--- config.mk ---
export PLATFORM = sky130hd
export DESIGN_NAME = cache_array_arbiter
export DESIGN_NICKNAME = d
export VERILOG_FILES = /design/src/hdl/cache_pkg.sv /design/src/hdl/cache_array_arbiter.sv
export SDC_FILE = /design/constraint.sdc
export NUM_CORES = 1
export LEC_CHECK = 0
export BUFFER_PORTS_ARGS = -buffer_cell sky130_fd_sc_hd__buf_2
export CAP_MARGIN = 20
export CORE_AREA = 2 2 95 97
export DETAILED_ROUTE_END_ITERATION = 16
export DIE_AREA = 0 0 97 99
export GPL_TIMING_DRIVEN = 0
export PLACE_DENSITY = 0.5
export SYNTH_ARGS = -nofsm -noshare
export SYNTH_HDL_FRONTEND = slang
export SYNTH_SLANG_ARGS = --single-unit
--- constraint.sdc ---
create_clock -name clock_i -period 1.43 [get_ports clock_i]
set_input_delay 0.0715 -clock clock_i [delete_from_list [all_inputs] [get_ports clock_i]]
set_output_delay 0.0715 -clock clock_i [all_outputs]
set_load 0.03 [all_outputs]
--- src/hdl/cache_pkg.sv ---
// Shared types and constants for the two-way write-back data cache.
// Every cache module imports this package in its header.
`default_nettype none

package cache_pkg;

  localparam int addr_width_c = 32;
  localparam int word_width_c = 32;
  localparam int ways_c = 2;

  // array request fields are sized for the largest supported cache
  localparam int max_index_width_c = 10;
  localparam int max_offset_width_c = 4;

  typedef struct packed {
    logic write;
    logic [addr_width_c-1:0] addr;
    logic [word_width_c-1:0] data;
  } cache_req_t;

  typedef struct packed {
    logic write_not_read;
    logic [addr_width_c-1:0] addr;
  } dma_req_t;

  // tag is a word address with index and offset bits held at zero
  typedef struct packed {
    logic valid;
    logic [addr_width_c-3:0] tag;
  } tag_entry_t;

  typedef struct packed {
    logic re;
    logic [ways_c-1:0] tag_we;
    logic [ways_c-1:0] data_we;
    logic [max_index_width_c-1:0] index;
    logic [max_offset_width_c-1:0] offset;
    tag_entry_t tag;
    logic [word_width_c-1:0] data;
  } array_req_t;

  // word address of addr with the low index and offset bits cleared
  function automatic logic [addr_width_c-3:0] tag_bits(input logic [addr_width_c-1:0] addr,
                                                      input int low_bits);
    logic [addr_width_c-3:0] mask;
    mask = '1;
    mask = mask << low_bits;
    return addr[addr_width_c-1:2] & mask;
  endfunction

endpackage

`default_nettype wire
--- src/hdl/cache_array_arbiter.sv ---
// Shares the tag and data arrays between the pipeline and the miss unit.
// The miss unit wins whenever it asks; the owner of returned read data
// is tracked one cycle behind the access.
`timescale 1ns/1ps
`default_nettype none

module cache_array_arbiter
  import cache_pkg::*;
#(
  parameter int sets_p = 16,
  parameter int block_size_in_words_p = 4,
  localparam int index_width_lp = $clog2(sets_p),
  localparam int offset_width_lp = $clog2(block_size_in_words_p)
) (
  input  wire logic                                     clock_i,
  input  wire logic                                     reset_i,
  input  wire array_req_t                               pipe_req_i,
  input  wire array_req_t                               miss_req_i,
  output logic                                          tag_en_o,
  output logic [ways_c-1:0]                             tag_we_o,
  output logic [index_width_lp-1:0]                     tag_addr_o,
  output tag_entry_t                                    tag_wdata_o,
  output logic                                          data_en_o,
  output logic [ways_c-1:0]                             data_we_o,
  output logic [index_width_lp+offset_width_lp-1:0]     data_addr_o,
  output logic [word_width_c-1:0]                       data_wdata_o,
  output logic                                          pipe_owns_rdata_o
);

  logic miss_active;
  array_req_t sel;

  assign miss_active = miss_req_i.re | (|miss_req_i.tag_we) | (|miss_req_i.data_we);
  assign sel = miss_active ? miss_req_i : pipe_req_i;

  assign tag_en_o = sel.re | (|sel.tag_we);
  assign tag_we_o = sel.tag_we;
  assign tag_addr_o = sel.index[index_width_lp-1:0];
  assign tag_wdata_o = sel.tag;

  assign data_en_o = sel.re | (|sel.data_we);
  assign data_we_o = sel.data_we;
  assign data_addr_o = {sel.index[index_width_lp-1:0], sel.offset[offset_width_lp-1:0]};
  assign data_wdata_o = sel.data;

  always_ff @(posedge clock_i) begin
    if (reset_i) begin
      pipe_owns_rdata_o <= 1'b0;
    end else begin
      pipe_owns_rdata_o <= pipe_req_i.re & ~miss_active;
    end
  end

endmodule

`default_nettype wire

# After elaboration in Yosys (flattened, before gate mapping)
# Index checks and enable logic that the tools add are counted.
# totals
word_cells,12
ff_bits,1
# op_classes
bitwise,6
mux,1
n_reduce_logical,4
# ops
cell,count
82-bit 2-to-1 mux,1
2-bit OR reduction,4
1-bit bitwise OR,4
1-bit AND,1
1-bit NOT,1

# Logic depth before layout (Yosys ltp)
# logic_depth
depth_word,6
ltp_mapped,6

# Worst setup path after synthesis
# No wires, ideal clock.
# synth_timing
path_type,input-to-output
start,in miss_req_i[79] in the netlist's numbering
end,out tag_addr_o[0]
path_slack_ns,-0.001
path_stages,6
t_arrival_ns,1.360
path_cell_list,nor4_2 > and2b_1 > buf_12 > buf_12 > mux2_4 > buf_4
# synth_via
elab_chain_len,4
# synth_rtl
element,line,rtl
start: declaration,cache_array_arbiter.sv:18,"input wire array_req_t miss_req_i,"
2-bit OR reduction,cache_array_arbiter.sv:33,assign miss_active = miss_req_i.re | (|miss_req_i.tag_we) | (|miss_req_i.data_we);
1-bit bitwise OR (2 in a row),cache_array_arbiter.sv:33,
82-bit 2-to-1 mux,cache_array_arbiter.sv:34,assign sel = miss_active ? miss_req_i : pipe_req_i;
end: declaration,cache_array_arbiter.sv:21,"output logic [index_width_lp-1:0] tag_addr_o,"
# No other way between the ends.

# Worst setup path after layout
# layout_timing
start,in miss_req_i[81] in the netlist's numbering
end,out tag_addr_o[2]
# layout_via
elab_chain_len,3
# layout_rtl
element,line
1-bit bitwise OR (2 in a row),cache_array_arbiter.sv:33
82-bit 2-to-1 mux,cache_array_arbiter.sv:34
# No other way between the ends.

==> results.py <==
metrics = {
    "run_status": {
        "status": "finished with violations",
        "violations": "setup timing",
    },
    "timing": {
        "final-hold-violation-count": 0,
        "worst_pin_slew_ps": 327,
        "rsz0062_at_grt": "yes",
        "fin_crit_sh_pct": 110,
        "slew_viol_final": 0,
        "layout_setup_ws_ps": -141,
        "fmax_mhz": 637,
        "setup_viol": 75,
        "relSlewSlack_pct": 78.0,
        "fin_crit_ps": 1570,
    },
    "layout": {
        "final_cell_mix": "buf_2 (153), buf_6 (75), mux2_4 (67)",
        "largest_register_ffs": 1,
        "seq_area_um2": 20.0,
        "multi_input_area_mm2": 0.00113,
        "syn_to_final_growth_pct": 136,
        "top_register": "pipe_owns_rdata_o",
        "nets": 499,
        "layout-drive-gt1-share_pct": 96.7,
        "num-fill-cells": 873,
        "top_regs": "pipe_owns_rdata_o (1)",
        "diodes": 0,
        "final_common_cell": "buf_2",
    },
    "synthesis": {
        "synthMuxAreaShare_pct": 76.8,
        "ys_types": 15,
        "post-synth-top-area-cell": "mux2_4",
        "synth_top_family_by_area": "multiplexers",
        "ys_seq_area_share_pct": 1.50,
        "synth_fa_ha_area_share_pct": 0,
        "netlist.area_leader.share_pct": 75.1,
        "yosys.area_share.xor_xnor_pct": 0,
        "synth-simple-area-share_pct": 3.55,
        "synthTopCellsByArea": "mux2_4 (75%), buf_12 (12%), buf_4 (2.2%), mux2_2 (1.7%), dfxtp_1 (1.5%)",
        "synthCells": 96,
        "yosysWarnings": 0,
        "synth_compound_area_share_pct": 3.64,
        "synth_nets": 262,
        "syn_avg_cell_area_um2": 13.9,
        "synth_seq_cells": 1,
        "syn_area_mm2": 0.00134,
    },
    "floorplan": {
        "rows": 34,
        "die_w_um": 97,
        "boundaryPins": 246,
        "core-area_mm2": 0.00855,
        "initial_utilization_pct": 15.7,
        "die_h_um": 99,
        "dieArea_mm2": 0.00960,
    },
    "pwr": {
        "p_sw_uw": 486,
        "power_frac_clock_pct": 0,
        "internal_power_uw": 605,
        "pwr-share-comb_pct": 97.4,
        "powerDensity_mw_per_mm2": 345,
        "vdd_drop_max_v": 0.000162,
        "seqPwrFrac_pct": 2.6,
        "finalPower_uw": 1090,
        "leakagePower_uw": 0.00171,
        "switching_share_pct": 44.6,
    },
    "global_route": {
        "grt_pass1_vias": 1855,
        "grt_usage_pct": 10.7,
        "grt_max_degree": 11,
        "grt_overflow_total": 0,
        "antenna_found_initial": 0,
        "grt_pass1_wl_mm": 8.76,
    },
    "route": {
        "drc_errors": 0,
        "viasPerCell": 3.99,
        "first_iter_violations": 25,
        "vias": 1751,
        "wl_per_cell_um": 13.3,
        "routed_wl_mm": 5.83,
        "antenna_left": 0,
        "firstDrtPassIters": 4,
    },
    "critical_path": {
        "crit_type": "in2out",
        "cp_max_fo": 8,
        "path_cells": "buf_8 -> nor4_4 -> and2b_1 -> buf_12 -> buf_12 -> mux2_4 -> buf_6 -> buf_6",
        "critPathCaptureType": "output pin",
        "start_kind": "primary input",
        "critPathBufInv": 5,
        "crit_family": "buffers and inverters",
        "crit_slowest_cell": "mux2_4",
        "max_stage_delay_ps": 310,
        "critPathArrivalTime_ps": 1500,
        "critPathRequiredTime_ps": 1360,
    },
    "placed_design": {
        "place.gp.congestion": 0.760,
        "dp_slack_ps": -269,
        "io_buffers": 229,
        "dp_hpwl_mm": 4.72,
    },
    "hold_path": {
        "hp-class": "in2reg",
        "hold_path_end": "pipe_owns_rdata_o",
        "hp-start": "reset_i",
        "min_path_cells": 2,
    },
    "job": {
        "cap_viol_max_count": 0,
    },
    "cts": {
        "clk_pin_slew_worst_paths_ps": 0,
        "ctsHoldBuffers": 0,
    },
}
==> cells in the mapped netlist (all sizes together) <==
library cell	number
a21o	3
a31o	1
and2b	1
and3b	1
buf	12
dfxtp	1
inv	1
mux2	69
nand2	1
nor3	3
nor4	1
o31ai	2
==> layout make-up <==
class / count / share of cell area, %
timing repair buffer: 235 / 52.7
tap: 108 / 4.27
inverter: 1 / 0.119
buffer: 12 / 6.48
sequential: 1 / 0.632
multi-input combinational: 82 / 35.8
==> worst max-delay path by stage <==
stage | startpoint | to | slack, ps | depth (start not counted)
global placement | miss_req_i[79] | tag_addr_o[1] | -270 | 8
detailed placement | miss_req_i[79] | tag_addr_o[1] | -270 | 8
finish | miss_req_i[81] | tag_addr_o[2] | -140 | 8
global route | miss_req_i[81] | tag_addr_o[1] | -200 | 8
CTS | miss_req_i[81] | tag_addr_o[2] | -150 | 8
floorplan | miss_req_i[79] | tag_addr_o[0] | 20 | 6
==> power by group through the flow <==
stage / Combinational [uW] / Clock, uW / Sequential [uW]
after detailed placement: 873 / 0 / 28.7
final: 1060 / 0 / 28.7
after global placement: 866 / 0 / 28.7
after CTS: 1060 / 0 / 28.7
after floorplan: 534 / 0 / 29.0
after global routing: 1110 / 0 / 28.7
==> metrics by stage <==
step	hold slack [ps]	instance area, um^2	util (%)	TNS (ps)	instances
6_report	353	3170	37.0	-4640	439
5_1_grt	373	3170	37.0	-9110	439
4_1_cts	358	3140	36.8	-4830	438
3_5_place_dp	358	2640	30.8	-11500	433
3_3_place_gp	355	2640	30.8	-11490	433
2_1_floorplan	235	1350	-	0	96
==> cell families after synthesis <==
| family | count (synthesis) |
|---|---|
| flip-flops | 1 |
| AND/OR/NAND/NOR | 7 |
| multiplexers | 69 |
| buffers and inverters | 13 |
| AO/OA/AOI/OAI | 6 |
==> per-layer routing <==
metal / up-vias / global-route usage, % / share of wire, %
met4: 0 / 0.650 / 0.62
met3: 2 / 2.06 / 8.6
met1: 801 / 11.4 / 35
li1: 832 / - / -
met5: - / 0 / 0
met2: 116 / 22.5 / 56
==> timing repair <==
item / CTS / global route
endpoints found under the hold margin: 0 / 0
gates cloned: 0 / 0
buffers inserted: 5 / 1
gates resized for setup: 144 / 8
pin swaps: 1 / 2
endpoints found under the setup margin: 73 / 75
Note: power is estimated with default switching activity, not from simulation.
