## src/hdl/cache_pkg.sv

```systemverilog
// Shared types and constants for the two-way write-back data cache.
// Every cache module imports this package in its header.
`default_nettype none

package cache_pkg;

  localparam int addr_width_c = 32;
  localparam int word_width_c = 32;
  localparam int ways_c = 2;

  // array request fields are sized for the largest supported cache
  localparam int max_index_width_c = 10;
  localparam int max_offset_width_c = 4;

  typedef struct packed {
    logic write;
    logic [addr_width_c-1:0] addr;
    logic [word_width_c-1:0] data;
  } cache_req_t;

  typedef struct packed {
    logic write_not_read;
    logic [addr_width_c-1:0] addr;
  } dma_req_t;

  // tag is a word address with index and offset bits held at zero
  typedef struct packed {
    logic valid;
    logic [addr_width_c-3:0] tag;
  } tag_entry_t;

  typedef struct packed {
    logic re;
    logic [ways_c-1:0] tag_we;
    logic [ways_c-1:0] data_we;
    logic [max_index_width_c-1:0] index;
    logic [max_offset_width_c-1:0] offset;
    tag_entry_t tag;
    logic [word_width_c-1:0] data;
  } array_req_t;

  // word address of addr with the low index and offset bits cleared
  function automatic logic [addr_width_c-3:0] tag_bits(input logic [addr_width_c-1:0] addr,
                                                      input int low_bits);
    logic [addr_width_c-3:0] mask;
    mask = '1;
    mask = mask << low_bits;
    return addr[addr_width_c-1:2] & mask;
  endfunction

endpackage

`default_nettype wire
```

## src/hdl/cache_way_ram.sv

```systemverilog
// Synchronous single-port RAM holding one entry per way in each row.
// Used for both the tag array and the data array of the cache.
`timescale 1ns/1ps
`default_nettype none

module cache_way_ram
  import cache_pkg::*;
#(
  parameter type entry_t = logic [word_width_c-1:0],
  parameter int depth_p = 16
) (
  input  wire logic                       clock_i,
  input  wire logic                       en_i,
  input  wire logic [ways_c-1:0]          we_i,
  input  wire logic [$clog2(depth_p)-1:0] addr_i,
  input  wire entry_t                     wdata_i,
  output entry_t [ways_c-1:0]             rdata_o
);

  entry_t [ways_c-1:0] mem [depth_p];

  // read returns the row as it was before this cycle's write
  always_ff @(posedge clock_i) begin
    if (en_i) begin
      for (int w = 0; w < ways_c; w++) begin
        if (we_i[w]) begin
          mem[addr_i][w] <= wdata_i;
        end
      end
      rdata_o <= mem[addr_i];
    end
  end

endmodule

`default_nettype wire

```

## config.mk

```make
export PLATFORM = sky130hd
export DESIGN_NAME = cache_way_ram
export DESIGN_NICKNAME = d
export VERILOG_FILES = /design/src/hdl/cache_pkg.sv /design/src/hdl/cache_way_ram.sv
export SDC_FILE = /design/constraint.sdc
export NUM_CORES = 1
export LEC_CHECK = 0
export BUFFER_PORTS_ARGS = -buffer_cell sky130_fd_sc_hd__buf_2
export CAP_MARGIN = 20
export CORE_ASPECT_RATIO = 2
export CORE_MARGIN = 1
export CORE_UTILIZATION = 35
export CTS_CLUSTER_SIZE = 14
export DETAILED_ROUTE_END_ITERATION = 12
export HOLD_SLACK_MARGIN = 0.06
export PLACE_DENSITY = 0.55
export SLEW_MARGIN = 30
export SYNTH_ARGS = -nofsm -noshare
export SYNTH_HDL_FRONTEND = slang
export SYNTH_SLANG_ARGS = --single-unit
```

## constraint.sdc

```tcl
create_clock -name clock_i -period 4.3 [get_ports clock_i]
set_input_delay 0.43 -clock clock_i [delete_from_list [all_inputs] [get_ports clock_i]]
set_output_delay 0.43 -clock clock_i [all_outputs]
set_load 0.005 [all_outputs]
```

# Word level (Yosys, flattened, before mapping)
# Memories as Yosys holds them, arrays and structs flattened. A register that Yosys moved wholly into a read port is not among the register bits.
# Cells that the tools add are included.
# word_totals
mem_count,1
ramBits,1024
regBits,0
input_bits,40
# mem_list
memory,depth,word_bits,read_ports,rd_ports_with_merged_regs,wr,line,source
mem,16,64,1,1,1,cache_way_ram.sv:20,entry_t [ways_c-1:0] mem [depth_p];
# classes
muxes,6
# op_table
cell,count
1-bit two-way mux,6

# Logic depth before layout (Yosys ltp)
# Gate-level depths: netlist (run 1).
# logic_depth
depth_word,3
mapped_depth,6
mapped_depth_nobuf,3

# Worst setup path before layout (run 1)
# No wires, ideal clock.
# synth_timing
kind,in2reg
start,in addr_i[1]
end,mem mem[10][0] in the netlist's numbering (enable)
t_arrival_ps,2615
path_slack_ps,1264
required_time_ps,3879
path_stages,6
setup_ps,421
n_path_buf,3
path_cell_list,buf_2 > buf_4 > buf_2 > nor2b_1 > nand3_1 > nor2_1
# synth_lines
element,line,source
"start, declared",cache_way_ram.sv:15,"input wire logic [$clog2(depth_p)-1:0] addr_i,"
"end, declared",cache_way_ram.sv:20,
# Straight into the memory's write port.

# Worst setup path in the final report (run 1)
# layout_timing
start,in addr_i[0]
end,mem mem[13][22] in the netlist's numbering (enable)
# Straight into the memory's write port.

==> run summary, run 1 <==
Outcome: finished, final reports clean
Clock Sinks: 1,088
Worst hold path class: primary input to flop
Final Wtd Congestion: 0.731
Post-DP HPWL: 54.3 mm
Worst R2R Path Depth: 3
Post-Synth XOR/XNOR Area: 0%
Area Growth Syn to Fin: 13.4%
Pwr Density: 447 nW/um^2
Largest net degree at the start of global routing: 92
Min Tclk post-route: 2410 ps
Final hold viol count: 0
Final number of setup-violating endpoints: 0
Final setup skew: 24.7 ps
Clock Path Buffers: 3
Cell Int Power: 16.2 mW
Total design power: 20.5 mW
DRT Pass-1 Iters: 5
Layout cells sized above 1: 29.5%
Async SR Flop Fraction: 0%
Final wirelength: 95.7 mm
H-tree depth: 3
Post-synthesis mux area share: 14.3%
Relative slew slack: 33.9%
Avg Cell Area, Syn: 24.1 um^2
Pins Over Slew Limit: 0
Critical Path AT: 2790 ps
Combinational family with the most area after synthesis: multiplexers
Met2 Resource Use GR: 32.1%
Total Routing Usage GR: 16.7%
VDD IR max: 0.249 mV
Post-synth cell types: 16
Fraction of the mapped netlist area in compound gates: 2.38%
Slowest-stage cell, CP: nor2_4
Initial antenna violation count: 4
CTS buffer count: 91
Post-synth EDFFs: 1,088
Final setup TNS: 0 ps
Yosys reg bits: 1,088
Largest delay share family, worst path: simple AND/OR/NAND/NOR gates
I/O pin count: 104
Hold depth: 1
Top FF cell, synth: edfxtp_1
Synth Instances: 1,676
Rows: 175
DR vias: 17,900
1st-iter DRT viols: 1,390
Horiz. Die Dim: 242 um
Clock latency on the worst-skew pair: 680 ps
Adder-cell area share of the yosys netlist: 0%
Area contributors post-synth: edfxtp_1 (81%), mux4_2 (14%), a22oi_1 (2.4%), nand2_1 (0.60%), buf_6 (0.45%)
Most frequent cell after synthesis: edfxtp_1
Starting Density: 35.4%
Final Cycle Share: 56.1%
Logic gate share of total power: 4.7%
CP Launch Type: primary input
CP Cell Sequence: buf_8, buf_16, nor2b_1, nand3_1, nor2_4, buf_12
Post-CTS Setup Inserts: 0
Gr busiest metal: met2
Synth warnings: 0
Dpl ws: 1120 ps
Drt wl/cell: 28.3 um
Final worst setup slack: 1890 ps
Synth Area in Simple Gates: 1.15%
Met3 GRT Util: 2.28%
Hold buffer count at cts: 0
Static Leak: 14.1 nW
First-pass GRT wire length: 140 mm
Synth area leader: edfxtp_1
Critical Path Max Stage Delay: 760 ps
Die area: 117,000 um^2
Sequential element share of the synthesized area: 80.9%
Switching share of power: 21.0%
Vias in the first global route: 19,900
Net count after synthesis: 1,716
Unrepaired setup endpoints after global routing: false
Max-cap viol count: 0
Die Y: 482 um
Cell Area, Synth: 40,400 um^2
Vias per inst: 5.29
Fmax: 0.414 GHz
Most frequent cells after synthesis: edfxtp_1 (1,088), mux4_2 (256), a22oi_1 (128), nand2_1 (65), clkbuf_1 (48)
Worst path bufs/invs: 3
Crit Path Max Fanout: 52
Flop pwr share: 58.2%
Crit path required time: 4680 ps
Clock network power share: 37.1%
Worst path depth: 6
Core Area: 114,000 um^2
DR DRC count: 0
Final net count: 1,877
GRT overflow: 0
Root Buffer: clkbuf_16
CP Class: primary input to flop
Psw: 4.30 mW
# resized after CTS: 0
Port bufs: 103
Worst setup EP type: flop
CTS tree: built
Worst-Margin Slew: 992 ps
Reg clk slew, reported paths: 70 ps
Detail Route Antenna Nets: 0
Met1 usage: 18.9%
Share of the synthesized area in the top cell type: 80.9%
power by group through the flow:
stage | registers (mW) | logic (mW) | clock network, mW
global placement | 12.1 | 0.973 | 0
floorplan | 12.1 | 0.528 | 0
global route | 11.9 | 1.05 | 8.11
finish | 11.9 | 0.968 | 7.60
detailed placement | 12.1 | 0.992 | 0
CTS | 11.9 | 0.995 | 7.78
cells in the final DEF, fill, tap and decap left out, drive strengths merged:
cell and n:
nand4 2, inv 5, edfxtp 1088, mux4 256, nand2 65, buf 157
nand3 6, nor2 34, clkbuf 115, a22oi 128, and2 1, diode 3
clkinv 10, clkinvlp 1, or2 1, nand2b 2, nor2b 4
stage by stage:
stage | instance area (um^2) | util (%) | std cells | hold WS (ps)
2_1_floorplan | 40400 | - | 1676 | 529
3_3_place_gp | 43200 | 37.9 | 3247 | 730
3_5_place_dp | 43200 | 37.9 | 3247 | 739
4_1_cts | 45700 | 40.1 | 3378 | 210
5_1_grt | 45800 | 40.1 | 3380 | 272
6_report | 45800 | 40.1 | 3382 | 259
state kept, by name, summed over array words and instances, names as in the netlist:
name	cells
rdata_o	64
mem	1024
logic make-up after synthesis:
kind of cell	after synthesis
mux	256
compound gates	128
simple gates	115
buf+inv	89
flops	1088
per-layer routing:
| layer | part of all wire (%) | up-vias |
|---|---|---|
| met5 | 0.010 | - |
| met3 | 4.3 | 133 |
| li1 | - | 7469 |
| met1 | 36 | 9821 |
| met2 | 57 | 454 |
| met4 | 2.6 | 2 |
worst register-to-register path: cells and delay by family, from the launching register on:
kind | cells | cell delay, ps
muxes | 1 | 470
and+or+nand+nor | 1 | 140
AOI/OAI and AO/OA | 1 | 360
DFF | 1 | 360
final cells by class:
class,instances,area (um^2)
Tap cell,1504,1880
Fill cell,9841,68300
Clock buffer,115,2430
Timing Repair Buffer,157,1210
Sequential cell,1088,32700
Multi-Input combinational cell,499,7460
Clock inverter,16,115
Antenna cell,3,7.51
final timing paths:
kind | start | to | slack (ps)
max | addr_i[0] | mem[13][22] | 1890
min reg2reg | mem[15][33] | rdata_o[33] | 750
max reg2reg | mem[10][31] | rdata_o[31] | 2690
min | wdata_i[1] | mem[12][33] | 260
Power figures use the tool's default switching activity.
==> inputs of run 2 (changes only) <==
--- a/config.mk
+++ b/config.mk
@@ -13,7 +13,7 @@
 export CTS_CLUSTER_SIZE = 14
 export DETAILED_ROUTE_END_ITERATION = 12
 export HOLD_SLACK_MARGIN = 0.06
-export PLACE_DENSITY = 0.55
+export PLACE_DENSITY = 0.57
 export SLEW_MARGIN = 30
 export SYNTH_ARGS = -nofsm -noshare
 export SYNTH_HDL_FRONTEND = slang
==> constraint.sdc (replaced) <==
create_clock -name clock_i -period 2.2 [get_ports clock_i]
set_input_delay 0.22 -clock clock_i [delete_from_list [all_inputs] [get_ports clock_i]]
set_output_delay 0.22 -clock clock_i [all_outputs]
set_load 0.005 [all_outputs]
==> run 2 against run 1 <==
  * Clock skew decreased by 6.8 ps
  * Sequential cell count unchanged
  * Total power rose by 94%
  * Sequential share of layout area is 1.7 points lower
  * Combinational power rose by 110%
  * Via count is 2.0% higher
  * Critical path type is now flop to output pin
  * Critical endpoint is now rdata_o[43]
  * Largest power group unchanged
  * Highest routed layer unchanged
==> run summary, run 2 (synthesis results as in run 1) <==
Core Area: 114,000 um^2 (unchanged)
Final wirelength: 95.1 mm (-0.71%)
Slowest-stage cell, CP: edfxtp_1
Regs by FF count: mem: 1024 flops, rdata_o: 64 flops
Non-Filler Instances: 3,446 (+1.9%)
Starting Density: 35.4% (unchanged)
Fmax: 0.652 GHz
Pwr Density: 850 nW/um^2 (+90%)
CP Class: flop to output pin
Final core utilization: 41.1% (+0.96 points)
Root Buffer: clkbuf_16
DP Area: 44,200 um^2 (+2.3%)
Final Wtd Congestion: 0.729 (-0.30%)
Relative slew slack: 57.4% (+24 points)
Worst-Margin Slew: 639 ps (-353 ps)
Worst hold path class: primary input to flop
Max-cap viol count: 0 (unchanged)
Worst path bufs/invs: 1 (-2)
Most frequent cells in the layout: edfxtp_1 (1,088), mux4_2 (256), a22oi_1 (128)
Port bufs: 103 (unchanged)
# resized after CTS: 0 (unchanged)
Placed cells: 3,305 (+1.8%)
Die Y: 482 um (unchanged)
Largest Register: mem
Crit path required time: 1980 ps (-2700 ps)
Clock latency on the worst-skew pair: 660 ps (-20 ps)
Crit Path Max Fanout: 1 (-98%)
Reg clk slew, reported paths: 60 ps (about the same)
Rows: 175 (unchanged)
First-pass GRT wire length: 139 mm (-1.1%)
Worst setup EP type: output pin
Worst R2R Path Depth: 3 (unchanged)
CP Launch Type: flop
Final setup skew: 17.9 ps (-6.83 ps)
Post-DP HPWL: 53.2 mm (-1.9%)
Fin area: 46,900 um^2 (+2.4%)
CTS buffer count: 90 (-1.1%)
Final hold viol count: 0 (unchanged)
DR DRC count: 0 (unchanged)
Final number of setup-violating endpoints: 0 (unchanged)
DR vias: 18,200 (+2.0%)
Final worst setup slack: 666 ps (-1220 ps)
GRT overflow: 0 (unchanged)
Largest delay share family, worst path: flip-flops
Most common cell after layout, fill and taps aside: edfxtp_1
DRT Pass-1 Iters: 5 (unchanged)
1st-iter DRT viols: 1,362 (-2.0%)
H-tree depth: 3 (unchanged)
Detail Route Antenna Nets: 0 (unchanged)
Met1 usage: 19.5% (+0.68 points)
Pins Over Slew Limit: 0 (unchanged)
Worst path depth: 1 (-5)
Vias in the first global route: 19,800 (-0.30%)
VDD IR max: 0.537 mV (+120%)
Total design power: 39.8 mW (+94%)
R2R Setup Slk: 690 ps (-2000 ps)
Number of fill cells: 9,766 (-0.76%)
Max reg flops: 1,024 (unchanged)
Met2 Resource Use GR: 30.9% (-1.3 points)
Min Tclk post-route: 1530 ps
Drt wl/cell: 27.6 um (-2.6%)
CP Cell Sequence: buf_2
Gr busiest metal: met2
Vias per inst: 5.29 (+0.12%)
Hold depth: 1 (unchanged)
Initial antenna violation count: 3 (-1)
Horiz. Die Dim: 242 um (unchanged)
Clock Path Buffers: 3 (unchanged)
CTS tree: built
Unrepaired setup endpoints after global routing: false
Dpl ws: 109 ps (-1010 ps)
Static Leak: 14.6 nW (+3.4%)
I/O pin count: 104 (unchanged)
Clock Sinks: 1,088 (unchanged)
Die area: 117,000 um^2 (unchanged)
Final net count: 1,953 (+4.0%)
Critical Path AT: 1310 ps (-1480 ps)
Outcome: finished, final reports clean
Area Growth Syn to Fin: 16.1%
Total Routing Usage GR: 16.5% (-0.22 points)
Met3 GRT Util: 2.48% (+0.21 points)
Final Cycle Share: 69.7%
Layout cells sized above 1: 31.3% (+1.8 points)
Largest net degree at the start of global routing: 56 (-39%)
Critical Path Max Stage Delay: 490 ps (-270 ps)
## run 2: timing repair
item	CTS	global route
hold endpoints to repair	454	0
setup buffers	0	0
hold buffers	20	0
## run 2: cell type report
class / instances / area, um^2 / share of cell area [%]
Antenna cell: 1 / 2.50 / 0.00534
Clock buffer: 106 / 2380 / 5.07
Multi-Input combinational cell: 499 / 7460 / 15.9
Sequential cell: 1088 / 32700 / 69.7
Tap cell: 1504 / 1880 / 4.01
Timing Repair Buffer: 234 / 2380 / 5.09
Clock inverter: 14 / 97.6 / 0.208
## run 2: per-layer routing
metal  part of all wire [%]  vias up
met5                  0.028        -
met3                    4.4      116
met2                     56      475
met4                    2.1        4
met1                     38    10000
li1                       -     7605
## run 2: per-stage QoR
step | TNS [ps] | hold WS [ps]
after detailed placement | 0 | 616
after floorplan | -130310 | 319
final | 0 | 85.6
after CTS | 0 | 61.4
after global placement | 0 | 623
after global routing | 0 | 99.2
## run 2: report_power, final
part	internal (mW)	leakage [nW]	switching [mW]	total [mW]
combinational	0.849	3.51	1.18	2.03
sequential	23.2	9.86	0.111	23.3
clock	7.68	1.21	6.84	14.5
total	31.7	14.6	8.13	39.8
## run 2: path summary, 6_finish.rpt
| kind | start | to |
|---|---|---|
| hold / removal | wdata_i[19] | mem[15][19] |
| setup reg to reg | mem[3][16] | rdata_o[16] |
| hold reg to reg | mem[12][7] | rdata_o[7] |
| setup / recovery | rdata_o[43] | rdata_o[43] |
