File: config.mk
export PLATFORM = sky130hd
export DESIGN_NAME = cache_repl_state
export DESIGN_NICKNAME = d
export VERILOG_FILES = /design/src/hdl/cache_pkg.sv /design/src/hdl/cache_repl_state.sv
export SDC_FILE = /design/constraint.sdc
export NUM_CORES = 1
export LEC_CHECK = 0
export BUFFER_PORTS_ARGS = -buffer_cell sky130_fd_sc_hd__buf_2
export CAP_MARGIN = 20
export CELL_PAD_IN_SITES_DETAIL_PLACEMENT = 1
export CELL_PAD_IN_SITES_GLOBAL_PLACEMENT = 1
export CORE_ASPECT_RATIO = 1.1
export CORE_UTILIZATION = 51
export DETAILED_ROUTE_END_ITERATION = 6
export PLACE_DENSITY_LB_ADDON = 0.1
export REMOVE_ABC_BUFFERS = 1
export SYNTH_ARGS = -nofsm -noshare
export SYNTH_HDL_FRONTEND = slang
export SYNTH_SLANG_ARGS = --single-unit
File: constraint.sdc
create_clock -name clock_i -period 4.75 [get_ports clock_i]
set_input_delay 0.475 -clock clock_i [delete_from_list [all_inputs] [get_ports clock_i]]
set_output_delay 0.475 -clock clock_i [all_outputs]
set_load 0.05 [all_outputs]
File: src/hdl/cache_pkg.sv
// Shared types and constants for the two-way write-back data cache.
// Every cache module imports this package in its header.
`default_nettype none

package cache_pkg;

  localparam int addr_width_c = 32;
  localparam int word_width_c = 32;
  localparam int ways_c = 2;

  // array request fields are sized for the largest supported cache
  localparam int max_index_width_c = 10;
  localparam int max_offset_width_c = 4;

  typedef struct packed {
    logic write;
    logic [addr_width_c-1:0] addr;
    logic [word_width_c-1:0] data;
  } cache_req_t;

  typedef struct packed {
    logic write_not_read;
    logic [addr_width_c-1:0] addr;
  } dma_req_t;

  // tag is a word address with index and offset bits held at zero
  typedef struct packed {
    logic valid;
    logic [addr_width_c-3:0] tag;
  } tag_entry_t;

  typedef struct packed {
    logic re;
    logic [ways_c-1:0] tag_we;
    logic [ways_c-1:0] data_we;
    logic [max_index_width_c-1:0] index;
    logic [max_offset_width_c-1:0] offset;
    tag_entry_t tag;
    logic [word_width_c-1:0] data;
  } array_req_t;

  // word address of addr with the low index and offset bits cleared
  function automatic logic [addr_width_c-3:0] tag_bits(input logic [addr_width_c-1:0] addr,
                                                      input int low_bits);
    logic [addr_width_c-3:0] mask;
    mask = '1;
    mask = mask << low_bits;
    return addr[addr_width_c-1:2] & mask;
  endfunction

endpackage

`default_nettype wire
File: src/hdl/cache_repl_state.sv
// Replacement state: one MRU bit and one dirty bit per way for each set.
// Chooses the victim way and reports whether it must be written back.
`timescale 1ns/1ps
`default_nettype none

module cache_repl_state
  import cache_pkg::*;
#(
  parameter int sets_p = 16,
  localparam int index_width_lp = $clog2(sets_p)
) (
  input  wire logic                      clock_i,
  input  wire logic                      reset_i,
  input  wire logic [index_width_lp-1:0] set_i,
  input  wire logic                      hit_update_i,
  input  wire logic                      hit_way_i,
  input  wire logic                      hit_store_i,
  input  wire logic                      fill_update_i,
  input  wire logic                      fill_way_i,
  input  wire logic                      fill_dirty_i,
  output logic                           victim_way_o,
  output logic                           victim_dirty_o
);

  logic [sets_p-1:0] mru_r;
  logic [sets_p-1:0][ways_c-1:0] dirty_r;

  always_ff @(posedge clock_i) begin
    if (reset_i) begin
      mru_r <= '0;
      dirty_r <= '0;
    end else if (fill_update_i) begin
      mru_r[set_i] <= fill_way_i;
      dirty_r[set_i][fill_way_i] <= fill_dirty_i;
    end else if (hit_update_i) begin
      mru_r[set_i] <= hit_way_i;
      if (hit_store_i) begin
        dirty_r[set_i][hit_way_i] <= 1'b1;
      end
    end
  end

  assign victim_way_o = ~mru_r[set_i];
  assign victim_dirty_o = dirty_r[set_i][victim_way_o];

endmodule

`default_nettype wire

== Word-level counts from Yosys, hierarchy flattened ==
Cells that the tools add are included.
Storage, ports and cells
  register bits after elaboration: 48
  output and inout bits: 2
  word-level logic and storage cells: 56
Operators by class
  $lt $le $gt $ge: 7
  mux-type cells: 24
  bitwise operators: 2
  reduce and logical (&&, ||, !) cells: 6
Operators by type and width (count)
  2-to-1 mux 32 bit: 3
  bitwise mux 16 bit: 2
  bitwise mux 32 bit: 1
  2-to-1 mux 16 bit: 2
  OR 32 bit: 1
  demux 2 bit (select 4 bit): 2
  binary-select mux 2 bit (select 4 bit): 1
  < comparator 1 x 2 -> 1 bit (second input constant): 3
  2-to-1 mux 1 bit: 6
  2-to-1 mux 2 bit: 3
  < comparator 4 x 5 -> 1 bit (second input constant): 1
  binary-select mux 1 bit (select 4 bit): 1
  demux 1 bit (select 4 bit): 1
  greater-or-equal comparator 4 x 1 -> 1 bit (second input constant): 1
  nonzero test 2 bit: 2
  logical AND 1 bit: 3
  demux 1 bit (select 1 bit): 2
  greater-or-equal comparator 1 bit (second input constant): 2
  AND reduction 2 bit: 1
  inverter 1 bit: 1

== Logic depth before layout (Yosys ltp) ==
Gate-level depths: netlist of run 1.
  depth in word-level cells: 10
  gate-level depth with buffers: 7
  mapped depth without buffers: 4

== Worst setup path before layout of run 1 ==
OpenSTA, ideal clock, no wires.
  path type: input-to-output
  from: input port set_i[0]
  to: output port victim_dirty_o
  arrival time: 2088 ps
  data required time: 4275 ps
  path slack: 2187 ps
  stages: 5
  path through: buf_6 > mux4_1 > a22o_1 > nor2_4 > mux2_4
Between the ends
  cells in the longest elaborated chain, start to end: 4
Ends and longest elaborated chain
  start, declared: RTL line cache_repl_state.sv:14  | input wire logic [index_width_lp-1:0] set_i,
  binary-select mux 2 bit (select 4 bit) or binary-select mux 1 bit (select 4 bit) (tied branches): RTL line cache_repl_state.sv:44, cache_repl_state.sv:43
  2-to-1 mux 2 bit (not written as such) or 2-to-1 mux 1 bit (tied branches): RTL line cache_repl_state.sv:44, cache_repl_state.sv:43
  2-to-1 mux 1 bit (not written as such) * (2 in series): RTL line cache_repl_state.sv:44  | assign victim_dirty_o = dirty_r[set_i][victim_way_o];
  end, declared: RTL line cache_repl_state.sv:22  | output logic victim_dirty_o
Mark *: on every way between the ends. The rest lies on a longest branch, timed or not. The select of a mux whose other input is x is not followed.

== Worst setup path after layout of run 1 ==
Ends and elaborated chain as after synthesis.

==> results.sh, run 1 <==
export IMPL_holdPathStages=2
export IMPL_clock_sinks=48
export IMPL_max_cap_viol_count=0
export IMPL_fmax_mhz=329.8
export IMPL_synth_edf_count=0
export IMPL_core_area_mm2=0.004652
export IMPL_path_common_cell="buf_2"
export IMPL_multi_input_area_mm2=0.001400
export IMPL_root_buffer="clkbuf_8"
export IMPL_worstSkewPairLatency_ns=0.29
export IMPL_die_h_um=75.16
export IMPL_syn_to_final_growth_pct=6.556
export IMPL_clock_path_buffers=2
export IMPL_drt_pass1_iterations=4
export IMPL_ir_worst_vdd_v=0.0003228
export IMPL_async_flop_share=0
export IMPL_reg2reg_from="dirty_r[12]"
export IMPL_slowest_delay_ns=0.65
export IMPL_avgSynthCellArea_um2=9.654
export IMPL_yosysTopAreaCell="dfxtp_1"
export IMPL_regArea_um2=960.9
export IMPL_crit_start="set_i[0]"
export IMPL_nFillCells=554
export IMPL_yosysMostFrequentCell="dfxtp_1"
export IMPL_cts_made_buffers=5
export IMPL_slew_violations=0
export IMPL_slowest_stage="mux4_1"
export IMPL_cts_resized=0
export IMPL_ios=14
export IMPL_htreeDepth=2
export IMPL_synth_seq_area_share=0.3873
export IMPL_required_ns=4.28
export IMPL_hold_end="dirty_r[22]"
export IMPL_slew_headroom=0.4060
export IMPL_hp_start="dirty_r[22]"
export IMPL_place_gp_congestion=0.7406
export IMPL_fin_nets=271
export IMPL_startpoint_type="primary input"
export IMPL_die_area_mm2=0.005148
export IMPL_r2r_end="dirty_r[12]"
export IMPL_post_dp_hpwl_mm=4.315
export IMPL_grtUsageTotal=0.2680
export IMPL_grt_max_degree=49
export IMPL_fin_cells=316
export IMPL_finalHoldViolCount=0
export IMPL_endpoint_kind="primary output"
export IMPL_drive_gt1_frac=0.1731
export IMPL_via_per_inst=6.389
export IMPL_synth_warnings=0
export IMPL_drt_wl_total_mm=6.260
export IMPL_hold_slack_ns=0.4709
export IMPL_post_cts_buffers=0
export IMPL_overflow=0
export IMPL_path_cells="buf_2 > mux4_1 > a22o_1 > nor2_4 > mux2_4 > buf_2"
export IMPL_floorplan_rows=26
export IMPL_clkSlewWorstSetupHoldPaths_ns=0.09
export IMPL_arrival_ns=2.56
export IMPL_drt_iter0_markers=205
export IMPL_antenna_left=0
export IMPL_wire_per_inst_um=19.81
export IMPL_criticalPathCategory="primary input to primary output"
export IMPL_skew_ns=0
export IMPL_die_x_um=68.51
export IMPL_grt_pass1_vias=1921
export IMPL_port_buffers=13
export IMPL_fin_crit_ns=3.032
export IMPL_syn_inst=257
export IMPL_rsz0062_at_grt="false"
export IMPL_p_per_area_mw_per_mm2=309.7
export IMPL_synth_cell_types=38
export IMPL_r2r_slack_ns=3.98
export IMPL_status="finished, final reports clean"
export IMPL_synth_top_area_share=0.3873
export IMPL_fin_tns_setup_ns=0
export IMPL_reg2regPathDepth=3
export IMPL_setup_viol=0
export IMPL_hold_buffers=0
export IMPL_hp_class="register to register"
export IMPL_n_antenna_cell=0
export IMPL_dp_cells=307
export IMPL_netlist_top_cells_area="dfxtp_1, a21oi_1, a211oi_1"
export IMPL_critPathMaxFanout=26
export IMPL_cellLeakagePower_uw=0.0008797
export IMPL_initial_utilization=0.5334
export IMPL_cts_tree="yes"
export IMPL_num_vias=2019
export IMPL_synthFlopType="dfxtp_1"
export IMPL_grt_pass1_wl_mm=9.984
export IMPL_finalCritPeriodShare=0.6383
export IMPL_syn_area_mm2=0.002481
export IMPL_drcViolationCount=0
export IMPL_synth_seq_cells=48
export IMPL_worst_slew_pin_slew_ns=0.8911
export IMPL_synth_common_cells="dfxtp_1, a21oi_1, nand2_1"
export IMPL_antenna_found_initial=0
per-layer routing:
layer / global-route usage / part of all wire
met1: 0.3820 / 0.51
met2: 0.4194 / 0.45
met3: 0.03788 / 0.025
met4: 0.07870 / 0.0094
met5: 0 / 0
state kept, by name (all words and copies together) (netlist names):
name     flops
dirty_r     32
mru_r       16
final cells by class:
cell class,instances,area share
Clock buffer,6,0.03124
Clock inverter,2,0.01467
Inverter,2,0.002840
Multi-Input combinational cell,187,0.5296
Sequential cell,48,0.3635
Tap cell,56,0.02650
Timing Repair Buffer,15,0.03171
power breakdown:
group | total, uW | switching, uW | internal [uW] | leakage, uW
clock | 311 | 139 | 172 | 0.0000614
sequential | 414 | 4.11 | 409 | 0.000388
combinational | 94.0 | 64.7 | 29.3 | 0.000430
cell families after synthesis:
group | Yosys count | share of synthesized area
DFF | 48 | 0.3873
muxes | 13 | 0.1241
AOI/OAI and AO/OA | 103 | 0.2607
buffers and inverters | 22 | 0.04841
and+or+nand+nor | 71 | 0.1795
per-stage QoR:
stage	total power [uW]	util	worst slack (ns)	instance area [um^2]
global placement	512.4	0.5382	1.762	2504
CTS	823.4	0.5667	1.715	2636
finish	818.8	0.5683	1.718	2644
floorplan	470.9	-	2.330	2369
detailed placement	515.4	0.5406	1.718	2515
global route	850.1	0.5683	1.637	2644
worst max path at each step:
stage | endpoint | cells past startpoint | slack [ns]
final | victim_dirty_o | 6 | 1.72
after floorplan | victim_dirty_o | 4 | 2.33
after detailed placement | victim_dirty_o | 6 | 1.72
after global placement | victim_dirty_o | 6 | 1.76
after global routing | victim_dirty_o | 6 | 1.64
after CTS | victim_dirty_o | 6 | 1.71
critical path: cells and delay by family:
kind                   cells  cell delay (ns)
multiplexers               2             0.95
buffers and inverters      2             0.75
AND/OR/NAND/NOR            1             0.12
AO/OA/AOI/OAI              1             0.26
layout by cell type (no fill, tap or decap), types with 2 or more instances in the layout:
master	synthesis	routed
dfxtp_1	48	48
a21oi_1	46	46
nand2_1	28	28
a211oi_1	26	26
buf_2	6	13
nor2_1	11	11
o21ai_0	10	10
o31ai_1	7	7
mux4_2	6	6
nor2b_1	6	6
mux4_1	6	6
a22oi_1	6	6
clkbuf_8	0	6
nand2b_1	5	5
nor3_2	4	4
a22o_1	2	2
and4b_1	2	2
inv_1	2	2
and4bb_2	2	2
nor4b_4	2	2
o41ai_1	2	2
nand4_1	2	2
o31a_1	2	2
Note: power is estimated with default switching activity, not from simulation.
==> inputs of run 2 (changes only) <==
CORE_UTILIZATION = 47   (was 51)
clock period = 2.86 ns   (was 4.75 ns; I/O delays follow)
==> run 2 against run 1 <==
Net effect:
- the run now ends with design-rule violations left
- sequential share of layout area down 0.36 points
- first-iteration DRC count fell by 30%
- worst hold slack lost 0.13 ns
- via count is essentially flat
- combinational power is 69% higher
- routed wire length up 1.5%
- critical path depth unchanged
- clock skew unchanged
- final area increased by 0.99%
- setup slack got worse by 1.4 ns
- non-clock buffer count up 3
- sequential cell count unchanged
==> results.sh, run 2 (synthesis gave the netlist of run 1 again) <==
export IMPL_violations="design-rule violations"
export IMPL_worstSkewPairLatency_ns=0.30
export IMPL_grt_max_degree=49
export IMPL_p_per_area_mw_per_mm2=520.6
export IMPL_ir_worst_vdd_v=0.0002649
export IMPL_port_buffers=13
export IMPL_htreeDepth=2
export IMPL_die_h_um=78.21
export IMPL_criticalPathCategory="primary input to primary output"
export IMPL_place_gp_congestion=0.7564
export IMPL_drt_iter0_markers=143
export IMPL_final_core_util=0.5305
export IMPL_dp_slack_ns=0.2918
export IMPL_num_vias=2018
export IMPL_die_x_um=71.28
export IMPL_nFillCells=590
export IMPL_status="finished with violations"
export IMPL_required_ns=2.57
export IMPL_grt_pass1_vias=2132
export IMPL_critPathMaxFanout=20
export IMPL_top_regs="dirty_r: 32 flops, mru_r: 16 flops"
export IMPL_top_register="dirty_r"
export IMPL_wire_per_inst_um=19.79
export IMPL_drive_gt1_frac=0.1825
export IMPL_worst_slew_pin_slew_ns=0.8967
export IMPL_cts_resized=0
export IMPL_fin_crit_ns=2.567
export IMPL_clock_sinks=48
export IMPL_clkSlewWorstSetupHoldPaths_ns=0.09
export IMPL_antenna_left=0
export IMPL_slew_headroom=0.4022
export IMPL_largest_reg_flops=32
export IMPL_fin_tns_setup_ns=0
export IMPL_drt_pass1_iterations=6
export IMPL_syn_to_final_growth_pct=7.615
export IMPL_finalPower_uw=1390
export IMPL_cts_tree="yes"
export IMPL_arrival_ns=2.28
export IMPL_layout_commonest_cell="dfxtp_1"
export IMPL_rsz0062_at_grt="false"
export IMPL_final_cell_mix="dfxtp_1, a21oi_1, nand2_1"
export IMPL_finalHoldViolCount=0
export IMPL_post_cts_buffers=0
export IMPL_post_dp_hpwl_mm=4.440
export IMPL_cellLeakagePower_uw=0.0008960
export IMPL_core_area_mm2=0.005034
export IMPL_slew_violations=0
export IMPL_hp_class="primary input to register"
export IMPL_fin_nets=274
export IMPL_skew_ns=0
export IMPL_max_cap_viol_count=0
export IMPL_cts_made_buffers=5
export IMPL_antenna_found_initial=0
export IMPL_setup_viol=0
export IMPL_endpoint_kind="primary output"
export IMPL_via_per_inst=6.287
export IMPL_hold_buffers=0
export IMPL_clock_path_buffers=2
export IMPL_finalCritPeriodShare=0.8974
export IMPL_fmax_mhz=389.6
export IMPL_floorplan_rows=27
export IMPL_drcViolationCount=2
export IMPL_startpoint_type="primary input"
export IMPL_die_area_mm2=0.005574
export IMPL_n_antenna_cell=0
export IMPL_grt_pass1_wl_mm=10.78
export IMPL_overflow=0
export IMPL_fin_ws_ns=0.2933
export IMPL_grtUsageTotal=0.2518
export IMPL_drt_wl_total_mm=6.353
export IMPL_ios=14
export IMPL_root_buffer="clkbuf_8"
export IMPL_initial_utilization=0.4929
[run 2: metrics by stage]
stage	instances	instance area (um^2)	hold slack [ns]
final	321	2670	0.3428
after global routing	321	2670	0.3768
after CTS	320	2663	0.3392
after detailed placement	312	2536	0.4647
after global placement	312	2536	0.4530
after floorplan	237	2369	0.3551
[run 2: power by group]
group / internal [uW] / total [uW] / switching (uW) / leakage, uW
Clock: 309 / 545 / 236 / 0.0000645
Combinational: 50.8 / 159 / 108 / 0.000444
Sequential: 680 / 686 / 6.16 / 0.000388
Total: 1040 / 1390 / 350 / 0.000896
[run 2: final cells by class]
| class | count | area [um^2] | area share |
|---|---|---|---|
| tap | 58 | 72.57 | 0.02718 |
| clock inverter | 1 | 30.03 | 0.01125 |
| sequential | 48 | 960.9 | 0.3599 |
| multi-input combinational | 187 | 1400 | 0.5244 |
| inverter | 2 | 7.507 | 0.002812 |
| clock buffer | 7 | 96.34 | 0.03608 |
| timing repair buffer | 18 | 102.6 | 0.03843 |
[run 2: final timing paths]
| kind | startpoint | to | slack [ns] | cells after the start |
|---|---|---|---|---|
| worst max register to register | mru_r[11] | mru_r[11] | 2.10 | 2 |
| worst min register to register | dirty_r[30] | dirty_r[30] | 0.48 | 2 |
| worst min-delay path | fill_way_i | dirty_r[5] | 0.34 | 4 |
| worst max-delay path | set_i[0] | victim_dirty_o | 0.29 | 6 |
[run 2: critical path: stages]
cell and delay [ns]:
buf_2 0.46, mux4_1 0.64, a22o_1 0.26, nor2_4 0.11, mux2_4 0.30, buf_2 0.21
[run 2: per-layer routing]
layer	track usage	routed length [um]
met5	0	0
met3	0.03851	131
met1	0.3298	3098
met2	0.4324	3075
met4	0.06400	48
